===== config.mk =====
export PLATFORM = sky130hd
export DESIGN_NAME = alu_exec
export DESIGN_NICKNAME = d
export VERILOG_FILES = /design/src/mips_pkg.sv /design/src/alu_exec.sv
export SDC_FILE = /design/constraint.sdc
export NUM_CORES = 1
export LEC_CHECK = 0
export BUFFER_PORTS_ARGS = -buffer_cell sky130_fd_sc_hd__buf_4
export CAP_MARGIN = 40
export CORE_MARGIN = 2
export CORE_UTILIZATION = 40
export DETAILED_ROUTE_END_ITERATION = 6
export GPL_ROUTABILITY_DRIVEN = 0
export PLACE_DENSITY_LB_ADDON = 0.08
export SYNTH_ARGS = -nofsm -noshare
export SYNTH_HDL_FRONTEND = slang
export SYNTH_SLANG_ARGS = --single-unit
export TNS_END_PERCENT = 50

===== constraint.sdc =====
create_clock -name vclk -period 5.4
set_input_delay 0.81 -clock vclk [all_inputs]
set_output_delay 0.81 -clock vclk [all_outputs]
set_load 0.02 [all_outputs]

===== src/mips_pkg.sv =====
package mips_pkg;

    // Datapath widths
    localparam int XLEN   = 32;
    localparam int REG_AW = 5;

    typedef enum logic [3:0]
    {
        ALU_ADD  = 4'd0,
        ALU_SUB  = 4'd1,
        ALU_AND  = 4'd2,
        ALU_OR   = 4'd3,
        ALU_XOR  = 4'd4,
        ALU_NOR  = 4'd5,
        ALU_SLT  = 4'd6,
        ALU_SLTU = 4'd7,
        ALU_SLL  = 4'd8,
        ALU_SRL  = 4'd9,
        ALU_SRA  = 4'd10
    } alu_op_e;

    typedef enum logic [1:0]
    {
        SZ_BYTE = 2'd0,
        SZ_HALF = 2'd1,
        SZ_WORD = 2'd2
    } mem_size_e;

    // Writeback controls, carried through every stage
    typedef struct packed
    {
        logic      jal;
        logic      mem_to_reg;
        logic      reg_write;
        mem_size_e load_size;
        logic      zero_extend;
        logic      lui;
        logic      halt;
    } wb_ctrl_t;

    // Decoded instruction entering execute
    typedef struct packed
    {
        logic [XLEN-1:0]   pc4;
        logic [XLEN-1:0]   pc8;
        logic [XLEN-1:0]   rs_val;
        logic [XLEN-1:0]   rt_val;
        logic [XLEN-1:0]   imm;
        logic [4:0]        shamt;
        logic [REG_AW-1:0] rd;
        alu_op_e           alu_op;
        logic              alu_src;
        logic              branch;
        logic              nbranch;
        logic              mem_write;
        logic              mem_read;
        mem_size_e         store_size;
        wb_ctrl_t          wb;
    } id_ex_t;

    typedef struct packed
    {
        logic [XLEN-1:0]   pc8;
        logic [XLEN-1:0]   br_target;
        logic [XLEN-1:0]   alu_result;
        logic              zero;
        logic [XLEN-1:0]   store_data;
        logic [REG_AW-1:0] rd;
        logic [15:0]       imm16;
        logic              branch;
        logic              nbranch;
        logic              mem_write;
        logic              mem_read;
        mem_size_e         store_size;
        wb_ctrl_t          wb;
    } ex_mem_t;

    typedef struct packed
    {
        logic [XLEN-1:0]   pc8;
        logic [XLEN-1:0]   alu_result;
        logic [XLEN-1:0]   load_word;
        logic [XLEN-1:0]   lui_val;
        logic [REG_AW-1:0] rd;
        wb_ctrl_t          wb;
    } mem_wb_t;

endpackage


===== src/alu_exec.sv =====
`timescale 1ns/10ps

module alu_exec
(
    input  mips_pkg::id_ex_t  i_id_ex,
    output mips_pkg::ex_mem_t o_ex
);
    import mips_pkg::*;

    logic [XLEN-1:0] op_a;
    logic [XLEN-1:0] op_b;
    logic [XLEN-1:0] result;

    assign op_a = i_id_ex.rs_val;
    // Immediate replaces rt for I-type
    assign op_b = i_id_ex.alu_src ? i_id_ex.imm : i_id_ex.rt_val;

    always_comb
    begin
        case (i_id_ex.alu_op)
            ALU_ADD:
                result = op_a + op_b;
            ALU_SUB:
                result = op_a - op_b;
            ALU_AND:
                result = op_a & op_b;
            ALU_OR:
                result = op_a | op_b;
            ALU_XOR:
                result = op_a ^ op_b;
            ALU_NOR:
                result = ~(op_a | op_b);
            ALU_SLT:
                result = {{(XLEN-1){1'b0}}, $signed(op_a) < $signed(op_b)};
            ALU_SLTU:
                result = {{(XLEN-1){1'b0}}, op_a < op_b};
            // Shifts act on operand B by shamt
            ALU_SLL:
                result = op_b << i_id_ex.shamt;
            ALU_SRL:
                result = op_b >> i_id_ex.shamt;
            ALU_SRA:
                result = $unsigned($signed(op_b) >>> i_id_ex.shamt);
            default:
                result = '0;
        endcase
    end

    always_comb
    begin
        o_ex.pc8        = i_id_ex.pc8;
        o_ex.br_target  = i_id_ex.pc4 + (i_id_ex.imm << 2);
        o_ex.alu_result = result;
        // Branch compare is on rs and rt, not on the ALU output
        o_ex.zero       = (i_id_ex.rs_val == i_id_ex.rt_val);
        o_ex.store_data = i_id_ex.rt_val;
        o_ex.rd         = i_id_ex.rd;
        o_ex.imm16      = i_id_ex.imm[15:0];
        o_ex.branch     = i_id_ex.branch;
        o_ex.nbranch    = i_id_ex.nbranch;
        o_ex.mem_write  = i_id_ex.mem_write;
        o_ex.mem_read   = i_id_ex.mem_read;
        o_ex.store_size = i_id_ex.store_size;
        o_ex.wb         = i_id_ex.wb;
    end

endmodule


==> results.cfg <==
[layout]
seq_cells = 0
seq_area_um2 = 0
fin_area_um2 = 14300
drive_above_1_share = 0.247
finalNetCount = 2168
layout_common_cells = 306 x buf_4, 176 x nor2_1, 148 x nand2_1
n_clock_buffer = 0
fill_cells = 3242
area_growth_pct = 13.4
antenna_cells = 0
layout_commonest_cell = buf_4

[critical_path]
path_max_fanout = 4
crit_chain = buf_4 > mux2i_1 > inv_1 > ha_1 > fa_1 > o21ba_2 > or4_1 > nand3_1 > nand4_1 > a31oi_2 > a21boi_1 > a221o_1 > o21ai_0 > nand3_1 > buf_4
cp.required_ns = 4.59
cp_slowest_cell = fa_1
critical_path_class = primary input to primary output
startpoint_type = primary input
cp_num_buf_inv = 3
path_delay_family = compound AO/OA/AOI/OAI gates
arrival_ns = 4.45
end_kind = primary output
crit_path_max_incr_delay_ns = 0.47

[die]
ios = 353
die_w_um = 182
coreArea_um2 = 31300
die_h_um = 182
start_util = 0.404
placementRows = 65
dieArea_um2 = 33000

[sta]
timing.fmax_mhz = 190
max_slew_margin = 0.418
slew_violations = 0
hold_violations = 0
holdWs_ns = 1.62
finalSetupViolCount = 0
worst_pin_slew_ns = 0.869
grt_setup_unrepaired = true
finalCriticalPeriod_ns = 5.26
min_period_over_period = 0.974

[detailed_routing]
dr.pass1.iters = 7
wl_mm = 55.8
final_antenna_net_count = 0
vias = 14700
dr.first_iter.drc_count = 1938
drcViolationCount = 0
via_per_inst = 6.53
wl_per_cell_um = 24.8

[clock_tree]
hold_buffers = 0
ctsResizeCount = 0
cts_setup_buffers = 0

[logic_synthesis]
yosysWarnings = 0
syn-num-nets = 2067
yosysUniqueCellTypes = 92
syn_area_per_cell_um2 = 7.23
ys_seq_area_frac = 0
netlist_area_um2 = 12600
syn_inst = 1749

[worst_hold_path]
min_delay_path_depth = 0
holdPathEnd = o_ex[0]
min_from = i_id_ex[0]
hp-class = primary input to primary output

[placement]
hpwlAfterDp_mm = 44.7
dpl_cell_area_um2 = 14300
io_buffers = 247

[global_routing]
grt_pass1_vias = 13500
grt_antenna_before_repair = 1
grt_usage = 0.320
overflow = 0
grt_max_degree = 58
grt_pass1_wl_mm = 82.7

[job]
max_cap_viol_count = 0

[pwr]
p_per_area_nw_per_um2 = 135
static-leakage-power_nw = 6.41
vdd_drop_max_mv = 0.0888

[run_status]
outcome = completed
## cells by family after synthesis
kind of cell | synth area share
adder cells (fa/ha/maj) | 0.129
AND/OR/NAND/NOR | 0.186
AO/OA/AOI/OAI | 0.295
XOR/XNOR | 0.0395
multiplexers | 0.215
buffers and inverters | 0.135
## where the power goes
group / internal (mW) / leakage [nW] / switching [mW]
registers: 0 / 0 / 0
clock network: 0 / 0 / 0
logic: 0.763 / 6.41 / 1.17
total: 0.763 / 6.41 / 1.17
## area by class of cell
| cell class | instances | area (um2) | share of cell area |
|---|---|---|---|
| inverter | 109 | 409 | 0.0285 |
| multi-input combinational | 1426 | 11000 | 0.768 |
| timing repair buffer | 313 | 2410 | 0.168 |
| tap | 402 | 503 | 0.0351 |
## per-stage QoR
stage	util	setup WS, ns	instances	setup TNS, ns	power (mW)
6_report	0.458	0.140	2250	0	1.93
4_1_cts	0.456	0.114	2250	0	1.88
5_1_grt	0.458	-0.0496	2250	-0.0666	2.05
3_5_place_dp	0.456	0.121	2250	0	1.87
2_1_floorplan	-	0.0157	1749	0	1.25
3_3_place_gp	0.456	0.165	2248	0	1.87
## Yosys cell counts, types with 8 or more instances
cell type / n / share of area
a211oi_1: 16 / 0.0095
a21o_1: 28 / 0.017
a21oi_1: 136 / 0.054
a221o_1: 14 / 0.011
a221oi_1: 29 / 0.020
a22oi_1: 22 / 0.013
a31oi_1: 22 / 0.011
buf_1: 11 / 0.0033
buf_2: 31 / 0.012
buf_4: 103 / 0.061
buf_6: 9 / 0.0080
clkbuf_1: 60 / 0.018
ha_1: 126 / 0.12
inv_1: 107 / 0.032
mux2_2: 20 / 0.018
mux2i_1: 84 / 0.067
mux4_2: 71 / 0.13
nand2_1: 148 / 0.044
nand2b_1: 18 / 0.0089
nand3_1: 27 / 0.011
nand4_1: 22 / 0.011
nor2_1: 177 / 0.053
nor2b_1: 14 / 0.0069
nor3_1: 39 / 0.015
nor4_1: 18 / 0.0089
o2111ai_1: 12 / 0.0083
o211ai_1: 22 / 0.013
o21a_1: 9 / 0.0053
o21ai_0: 106 / 0.042
o21ai_1: 13 / 0.0051
o21bai_1: 16 / 0.0095
o221ai_1: 13 / 0.0090
o22ai_1: 20 / 0.0099
o31ai_1: 8 / 0.0048
or3_1: 12 / 0.0059
xnor2_1: 15 / 0.010
xor2_1: 42 / 0.029
## layer usage
layer | share of wire | GRT usage | vias up | wire length (um)
li1 | - | - | 6628 | -
met4 | 0.041 | 0.106 | 2 | 2310
met2 | 0.43 | 0.497 | 954 | 24200
met3 | 0.095 | 0.0343 | 127 | 5320
met1 | 0.43 | 0.460 | 6992 | 23900
met5 | 0.00020 | 0 | - | 11
## how the worst max path moves through the flow
stage           startpoint       end  cells after the start
2_1_floorplan  i_id_ex[14]  o_ex[99]                     17
3_3_place_gp   i_id_ex[14]  o_ex[99]                     13
3_5_place_dp   i_id_ex[14]  o_ex[99]                     13
4_1_cts        i_id_ex[14]  o_ex[99]                     13
5_1_grt        i_id_ex[14]  o_ex[90]                     15
6_report       i_id_ex[14]  o_ex[90]                     15
Note: power is estimated with default switching activity, not from simulation.
