File: config.mk
export PLATFORM = sky130hd
export DESIGN_NAME = wb_stage
export DESIGN_NICKNAME = d
export VERILOG_FILES = /design/src/mips_pkg.sv /design/src/wb_stage.sv
export SDC_FILE = /design/constraint.sdc
export NUM_CORES = 1
export LEC_CHECK = 0
export BUFFER_PORTS_ARGS = -buffer_cell sky130_fd_sc_hd__clkbuf_2
export CORE_ASPECT_RATIO = 1.5
export CORE_MARGIN = 2
export CORE_UTILIZATION = 30
export DETAILED_ROUTE_END_ITERATION = 10
export GPL_TIMING_DRIVEN = 0
export PLACE_DENSITY = 0.72
export SLEW_MARGIN = 0
export SYNTH_ARGS = -nofsm -noshare
export SYNTH_HDL_FRONTEND = slang
export SYNTH_SLANG_ARGS = --single-unit
File: constraint.sdc
create_clock -name vclk -period 1.5
set_clock_uncertainty 0.1 [all_clocks]
set_input_delay 0.075 -clock vclk [all_inputs]
set_output_delay 0.075 -clock vclk [all_outputs]
set_load 0.02 [all_outputs]
File: src/mips_pkg.sv
package mips_pkg;

    // Datapath widths
    localparam int XLEN   = 32;
    localparam int REG_AW = 5;

    typedef enum logic [3:0]
    {
        ALU_ADD  = 4'd0,
        ALU_SUB  = 4'd1,
        ALU_AND  = 4'd2,
        ALU_OR   = 4'd3,
        ALU_XOR  = 4'd4,
        ALU_NOR  = 4'd5,
        ALU_SLT  = 4'd6,
        ALU_SLTU = 4'd7,
        ALU_SLL  = 4'd8,
        ALU_SRL  = 4'd9,
        ALU_SRA  = 4'd10
    } alu_op_e;

    typedef enum logic [1:0]
    {
        SZ_BYTE = 2'd0,
        SZ_HALF = 2'd1,
        SZ_WORD = 2'd2
    } mem_size_e;

    // Writeback controls, carried through every stage
    typedef struct packed
    {
        logic      jal;
        logic      mem_to_reg;
        logic      reg_write;
        mem_size_e load_size;
        logic      zero_extend;
        logic      lui;
        logic      halt;
    } wb_ctrl_t;

    // Decoded instruction entering execute
    typedef struct packed
    {
        logic [XLEN-1:0]   pc4;
        logic [XLEN-1:0]   pc8;
        logic [XLEN-1:0]   rs_val;
        logic [XLEN-1:0]   rt_val;
        logic [XLEN-1:0]   imm;
        logic [4:0]        shamt;
        logic [REG_AW-1:0] rd;
        alu_op_e           alu_op;
        logic              alu_src;
        logic              branch;
        logic              nbranch;
        logic              mem_write;
        logic              mem_read;
        mem_size_e         store_size;
        wb_ctrl_t          wb;
    } id_ex_t;

    typedef struct packed
    {
        logic [XLEN-1:0]   pc8;
        logic [XLEN-1:0]   br_target;
        logic [XLEN-1:0]   alu_result;
        logic              zero;
        logic [XLEN-1:0]   store_data;
        logic [REG_AW-1:0] rd;
        logic [15:0]       imm16;
        logic              branch;
        logic              nbranch;
        logic              mem_write;
        logic              mem_read;
        mem_size_e         store_size;
        wb_ctrl_t          wb;
    } ex_mem_t;

    typedef struct packed
    {
        logic [XLEN-1:0]   pc8;
        logic [XLEN-1:0]   alu_result;
        logic [XLEN-1:0]   load_word;
        logic [XLEN-1:0]   lui_val;
        logic [REG_AW-1:0] rd;
        wb_ctrl_t          wb;
    } mem_wb_t;

endpackage

File: src/wb_stage.sv
`timescale 1ns/10ps

module wb_stage
(
    input  mips_pkg::mem_wb_t           i_mem,
    output logic                        o_reg_we,
    output logic [mips_pkg::REG_AW-1:0] o_reg_addr,
    output logic [mips_pkg::XLEN-1:0]   o_reg_wdata,
    output logic                        o_halt
);
    import mips_pkg::*;

    logic [1:0]      off;
    logic [7:0]      ld_byte;
    logic [15:0]     ld_half;
    logic [XLEN-1:0] ld_data;

    assign off     = i_mem.alu_result[1:0];
    assign ld_byte = i_mem.load_word[{off, 3'b000} +: 8];
    assign ld_half = i_mem.load_word[{off[1], 4'b0000} +: 16];

    always_comb
    begin
        case (i_mem.wb.load_size)
            SZ_BYTE:
                ld_data = {{(XLEN-8){ld_byte[7] & ~i_mem.wb.zero_extend}}, ld_byte};
            SZ_HALF:
                ld_data = {{(XLEN-16){ld_half[15] & ~i_mem.wb.zero_extend}}, ld_half};
            default:
                ld_data = i_mem.load_word;
        endcase
    end

    // Link address wins over everything else
    assign o_reg_wdata = i_mem.wb.jal        ? i_mem.pc8 :
                         i_mem.wb.lui        ? i_mem.lui_val :
                         i_mem.wb.mem_to_reg ? ld_data : i_mem.alu_result;

    assign o_reg_we   = i_mem.wb.reg_write & (i_mem.rd != '0);
    assign o_reg_addr = i_mem.rd;
    assign o_halt     = i_mem.wb.halt;

endmodule
==> impl_metrics.ini, run 1 <==
[placement]
dp_hpwl_um = 6760
place_inst = 513
gp_congestion = 0.871
placedInstanceArea_mm2 = 0.00258
io_buffers = 178

[setup_path]
worst_ep_arrival_time_ns = 1.37
path_cells = clkbuf_16 > mux4_2 > a21o_4 > nor2_1 > o221ai_1 > buf_4
cp_max_fo = 8
critPathSlowestCell = mux4_2
cp_num_buf_inv = 2
critPathKind = in -> out
worstPathRequired_ns = 1.32
cp_top_family = multiplexers
cp-start-kind = input port
cp-end-kind = output port
max_stage_delay_ns = 0.51
crit_start = i_mem[78]

[drt]
ant_nets = 0
vias_per_cell = 5.42
dr.pass1.iters = 4
routedWlPerCell_um = 16.1
drcViolationCount = 0
drt_wl_total_um = 8270
drt_iter0_markers = 93
num_vias = 2786

[finish]
final_cell_count_no_fill = 514
fin_util_pct = 55.5
fin_nets = 589
syn2layout_area_growth_pct = 78.1
antenna_cells = 0
nClkBuffers = 0
seq_cell_count = 0
fin_area_mm2 = 0.00287
seq_area_um2 = 0
drive_gt1_share_pct = 54.7

[sta]
relSlewSlack_pct = 72.9
setup_viol = 9
period_share_pct = 103
setup_slack_ns = -0.0489
rsz0062_at_grt = true
tightest_slew_ns = 0.406
report.final.slew_viol_count = 0
period_needed_ns = 1.55
final_hold_viol_count = 0
fmax_ghz = 0.646

[outcome]
status = finished, violations left
violations = negative setup slack

[floorplanning]
rows = 32
die_h_um = 93.7
start_util_pct = 31.2
coreArea_mm2 = 0.00516
io_pins = 180
dieWidth_um = 63.8
dieArea_mm2 = 0.00598

[synthesis]
synth-simple-area-share_pct = 39.7
synthTopCellsByArea = o221ai_1, a21oi_1, nor3_1, nor2b_1, nand2_1
yosysMostFrequentCell = nand2_1
netlist_area_mm2 = 0.00161
synthCells = 267
synth_compound_area_share_pct = 40.8
ys_top_cells_by_count = nand2_1, a21oi_1, nor3_1
ys_seq_area_share_pct = 0
synth.yosys.warnings = 0
synth_top_family_by_area = compound AO/OA/AOI/OAI gates
synthAdderAreaFrac_pct = 0
synthMuxAreaShare_pct = 8.48
synth_cell_type_count = 37
yosysTopAreaCell = o221ai_1
synth_top_area_share_pct = 12.0
synth_nets = 408
syn_avg_cell_area_um2 = 6.03
synth_xor_area_share_pct = 0

[clock_tree]
holdBufCountCts = 0
cts_setup_buffers = 0

[global_routing]
grt_pass1_wl_um = 12500
track_usage_pct = 25.7
grt-ovfl-total = 0
grt_antenna_before_repair = 0
grt_pass1_vias = 2665
grt_max_degree = 11

[flow_run]
maxCapViolCount = 0

[power_and_ir_drop]
powerDensity_mw_per_mm2 = 349
vdd_drop_max_mv = 0.161
p_leak_nw = 1.39

[worst_hold_path]
hold_path.class = in -> out
min_from = i_mem[0]
[cell usage in the layout, fill, tap and decap left out, types with 2 or more instances in the layout]
| master | netlist | final |
|---|---|---|
| nand2_1 | 40 | 40 |
| o21ai_0 | 6 | 5 |
| or3_4 | 0 | 3 |
| mux2i_1 | 8 | 8 |
| o221ai_2 | 0 | 2 |
| clkbuf_4 | 0 | 5 |
| o31ai_1 | 2 | 2 |
| clkbuf_16 | 0 | 2 |
| nor3_1 | 33 | 33 |
| nor2_1 | 13 | 10 |
| o221ai_1 | 22 | 20 |
| or3_1 | 6 | 3 |
| clkbuf_1 | 12 | 2 |
| nor3b_1 | 5 | 5 |
| a21oi_1 | 37 | 29 |
| clkbuf_2 | 0 | 158 |
| mux2_2 | 1 | 2 |
| buf_2 | 6 | 11 |
| buf_6 | 1 | 8 |
| a21oi_4 | 2 | 6 |
| a22oi_1 | 8 | 8 |
| nor2_2 | 0 | 2 |
| nand3_1 | 3 | 3 |
| buf_4 | 6 | 22 |
| nor2b_1 | 25 | 24 |
| a21oi_2 | 8 | 12 |
[what timing repair did]
item	CTS	global route
resized for setup	37	78
pin swaps	6	6
cloned	0	1
setup endpoints to repair	27	28
[final cells by class]
type | instances | area [um2]
tap | 68 | 85.1
multi-input combinational | 234 | 1550
fill | 524 | 2300
timing repair buffer | 179 | 1010
inverter | 3 | 16.3
buffer | 30 | 209
[report_power, final]
group,switching (mW),total (mW),internal [mW],leakage (nW)
logic,0.539,1.00,0.461,1.39
registers,0,0,0,0
clock network,0,0,0,0
[path summary, 6_finish.rpt]
check,endpoint,slack [ns],cells past startpoint
worst max-delay path,o_reg_wdata[8],-0.05,6
worst min-delay path,o_halt,0.28,2
[metal layers]
layer	track usage (%)	part of all wire (%)	wire length [um]
met5	0	0	0
met4	4.53	1.7	140
met3	2.76	6.6	547
met2	50.2	54	4450
met1	29.5	38	3130
[stage by stage]
step | TNS (ns) | hold WS, ns | power, mW | setup WS [ns]
global route | -0.882 | 0.288 | 1.08 | -0.0716
global placement | -4.75 | 0.278 | 0.870 | -0.327
floorplan | 0 | 0.163 | 0.499 | 0.0954
detailed placement | -4.95 | 0.279 | 0.878 | -0.359
CTS | -0.410 | 0.280 | 0.918 | -0.0663
finish | -0.278 | 0.277 | 1.00 | -0.0489
[cells by family after synthesis]
group,Yosys count
AOI/OAI and AO/OA,93
buffers and inverters,33
muxes,12
and+or+nand+nor,129
No activity file was read; power rests on OpenSTA's default activity.
==> inputs of run 2 (changes only) <==
CORE_MARGIN = 4   (was 2)
REMOVE_ABC_BUFFERS = 1   (was default)
==> run 2 against run 1 <==
The run still ends with negative setup slack left. Fmax is 1.4% lower. Wire length is 5.4% lower. Count of clock-buffer cells in the layout did not move. Final cell count down 4.3%. Die area rose by 11%. Power down 1.4%. Sequential share of layout area is the same. Critical path type unchanged. Largest cell class unchanged.
==> impl_metrics.ini, run 2 (same netlist as run 1, synthesis figures left out) <==
[outcome]
status = finished, violations left
violations = negative setup slack

[drt]
routedWlPerCell_um = 15.9
ant_nets = 0
drt_wl_total_um = 7820
dr.pass1.iters = 4
drcViolationCount = 0
drt_iter0_markers = 139
vias_per_cell = 5.36
num_vias = 2638

[setup_path]
path_cells = clkbuf_16 > mux4_2 > a21o_4 > nor2_2 > o221ai_1 > buf_4
max_stage_delay_ns = 0.52
cp_max_fo = 8
cp_top_family = multiplexers
cp_num_buf_inv = 2
worstPathRequired_ns = 1.32
worst_ep_arrival_time_ns = 1.40
critPathKind = in -> out
cp-end-kind = output port
cp-start-kind = input port
critPathSlowestCell = mux4_2

[power_and_ir_drop]
p_switching_mw = 0.522
vdd_drop_max_mv = 0.210
switching_share_pct = 53.0
p_leak_nw = 1.34
powerDensity_mw_per_mm2 = 349
internal_power_mw = 0.464
pwr-share-clk_pct = 0
p_comb_share_pct = 100.0
p_seq_share_pct = 0

[placement]
dpl_worst_slack_ns = -0.907
io_buffers = 178
dp_hpwl_um = 5880
gp_congestion = 0.834
placedInstanceArea_mm2 = 0.00242
place_inst = 483

[global_routing]
track_usage_pct = 21.3
grt_pass1_vias = 2481
grt_pass1_wl_um = 11400
grt_antenna_before_repair = 0
grt_max_degree = 67
grt-ovfl-total = 0

[finish]
antenna_cells = 0
seq_cell_count = 0
final_cell_mix = clkbuf_2, nand2_1, nor3_1, a21oi_1, nor2b_1
fin_area_mm2 = 0.00282
syn2layout_area_growth_pct = 75.4
fillers = 536
final_common_cell = clkbuf_2
final_cell_count_no_fill = 492
drive_gt1_share_pct = 52.8
nClkBuffers = 0
seq_area_um2 = 0
fin_nets = 567

[floorplanning]
rows = 32
dieArea_mm2 = 0.00662
start_util_pct = 31.2
die_h_um = 97.7
io_pins = 180
dieWidth_um = 67.8
coreArea_mm2 = 0.00516

[sta]
setup-tns-final_ns = -0.460
fmax_ghz = 0.637
relSlewSlack_pct = 76.1
period_share_pct = 105
whs_ns = 0.0500
period_needed_ns = 1.57
tightest_slew_ns = 0.358
rsz0062_at_grt = true
setup_viol = 12
setup_slack_ns = -0.0702
final_hold_viol_count = 0
report.final.slew_viol_count = 0

[worst_hold_path]
hold_path.class = in -> out

[flow_run]
maxCapViolCount = 0

[clock_tree]
holdBufCountCts = 0
## run 2: per-layer routing
layer	GRT usage [%]	up-vias	share of wire, %
li1	-	1317	-
met1	24.2	1187	38
met2	41.1	117	53
met3	1.85	17	6.6
met4	3.68	0	2.3
met5	0	-	0
## run 2: final timing paths
check | start | endpoint | depth (start not counted)
worst max-delay path | i_mem[78] | o_reg_wdata[8] | 6
worst min-delay path | i_mem[0] | o_halt | 0
## run 2: metrics by stage
| step | utilization [%] | power (mW) |
|---|---|---|
| global route | 54.6 | 1.06 |
| CTS | 52.7 | 0.935 |
| finish | 54.6 | 0.986 |
| detailed placement | 46.8 | 0.824 |
| floorplan | - | 0.403 |
| global placement | 46.8 | 0.813 |
## run 2: area by class of cell
| class | instances | area [um2] | area share [%] |
|---|---|---|---|
| well taps | 68 | 85.1 | 3.02 |
| repair buffers | 186 | 1170 | 41.4 |
| multi-input cells | 235 | 1560 | 55.2 |
| inverters | 3 | 12.5 | 0.443 |
## run 2: power by group through the flow
| stage | clock [mW] | sequential [mW] | combinational [mW] |
|---|---|---|---|
| floorplan | 0 | 0 | 0.403 |
| global placement | 0 | 0 | 0.813 |
| detailed placement | 0 | 0 | 0.824 |
| CTS | 0 | 0 | 0.935 |
| global route | 0 | 0 | 1.06 |
| finish | 0 | 0 | 0.986 |
## run 2: timing repair
action / in CTS / in global routing
buffers inserted: 5 / 3
gates cloned: 0 / 1
endpoints found under the setup margin: 32 / 31
pin swaps: 6 / 4
gates resized for setup: 61 / 35
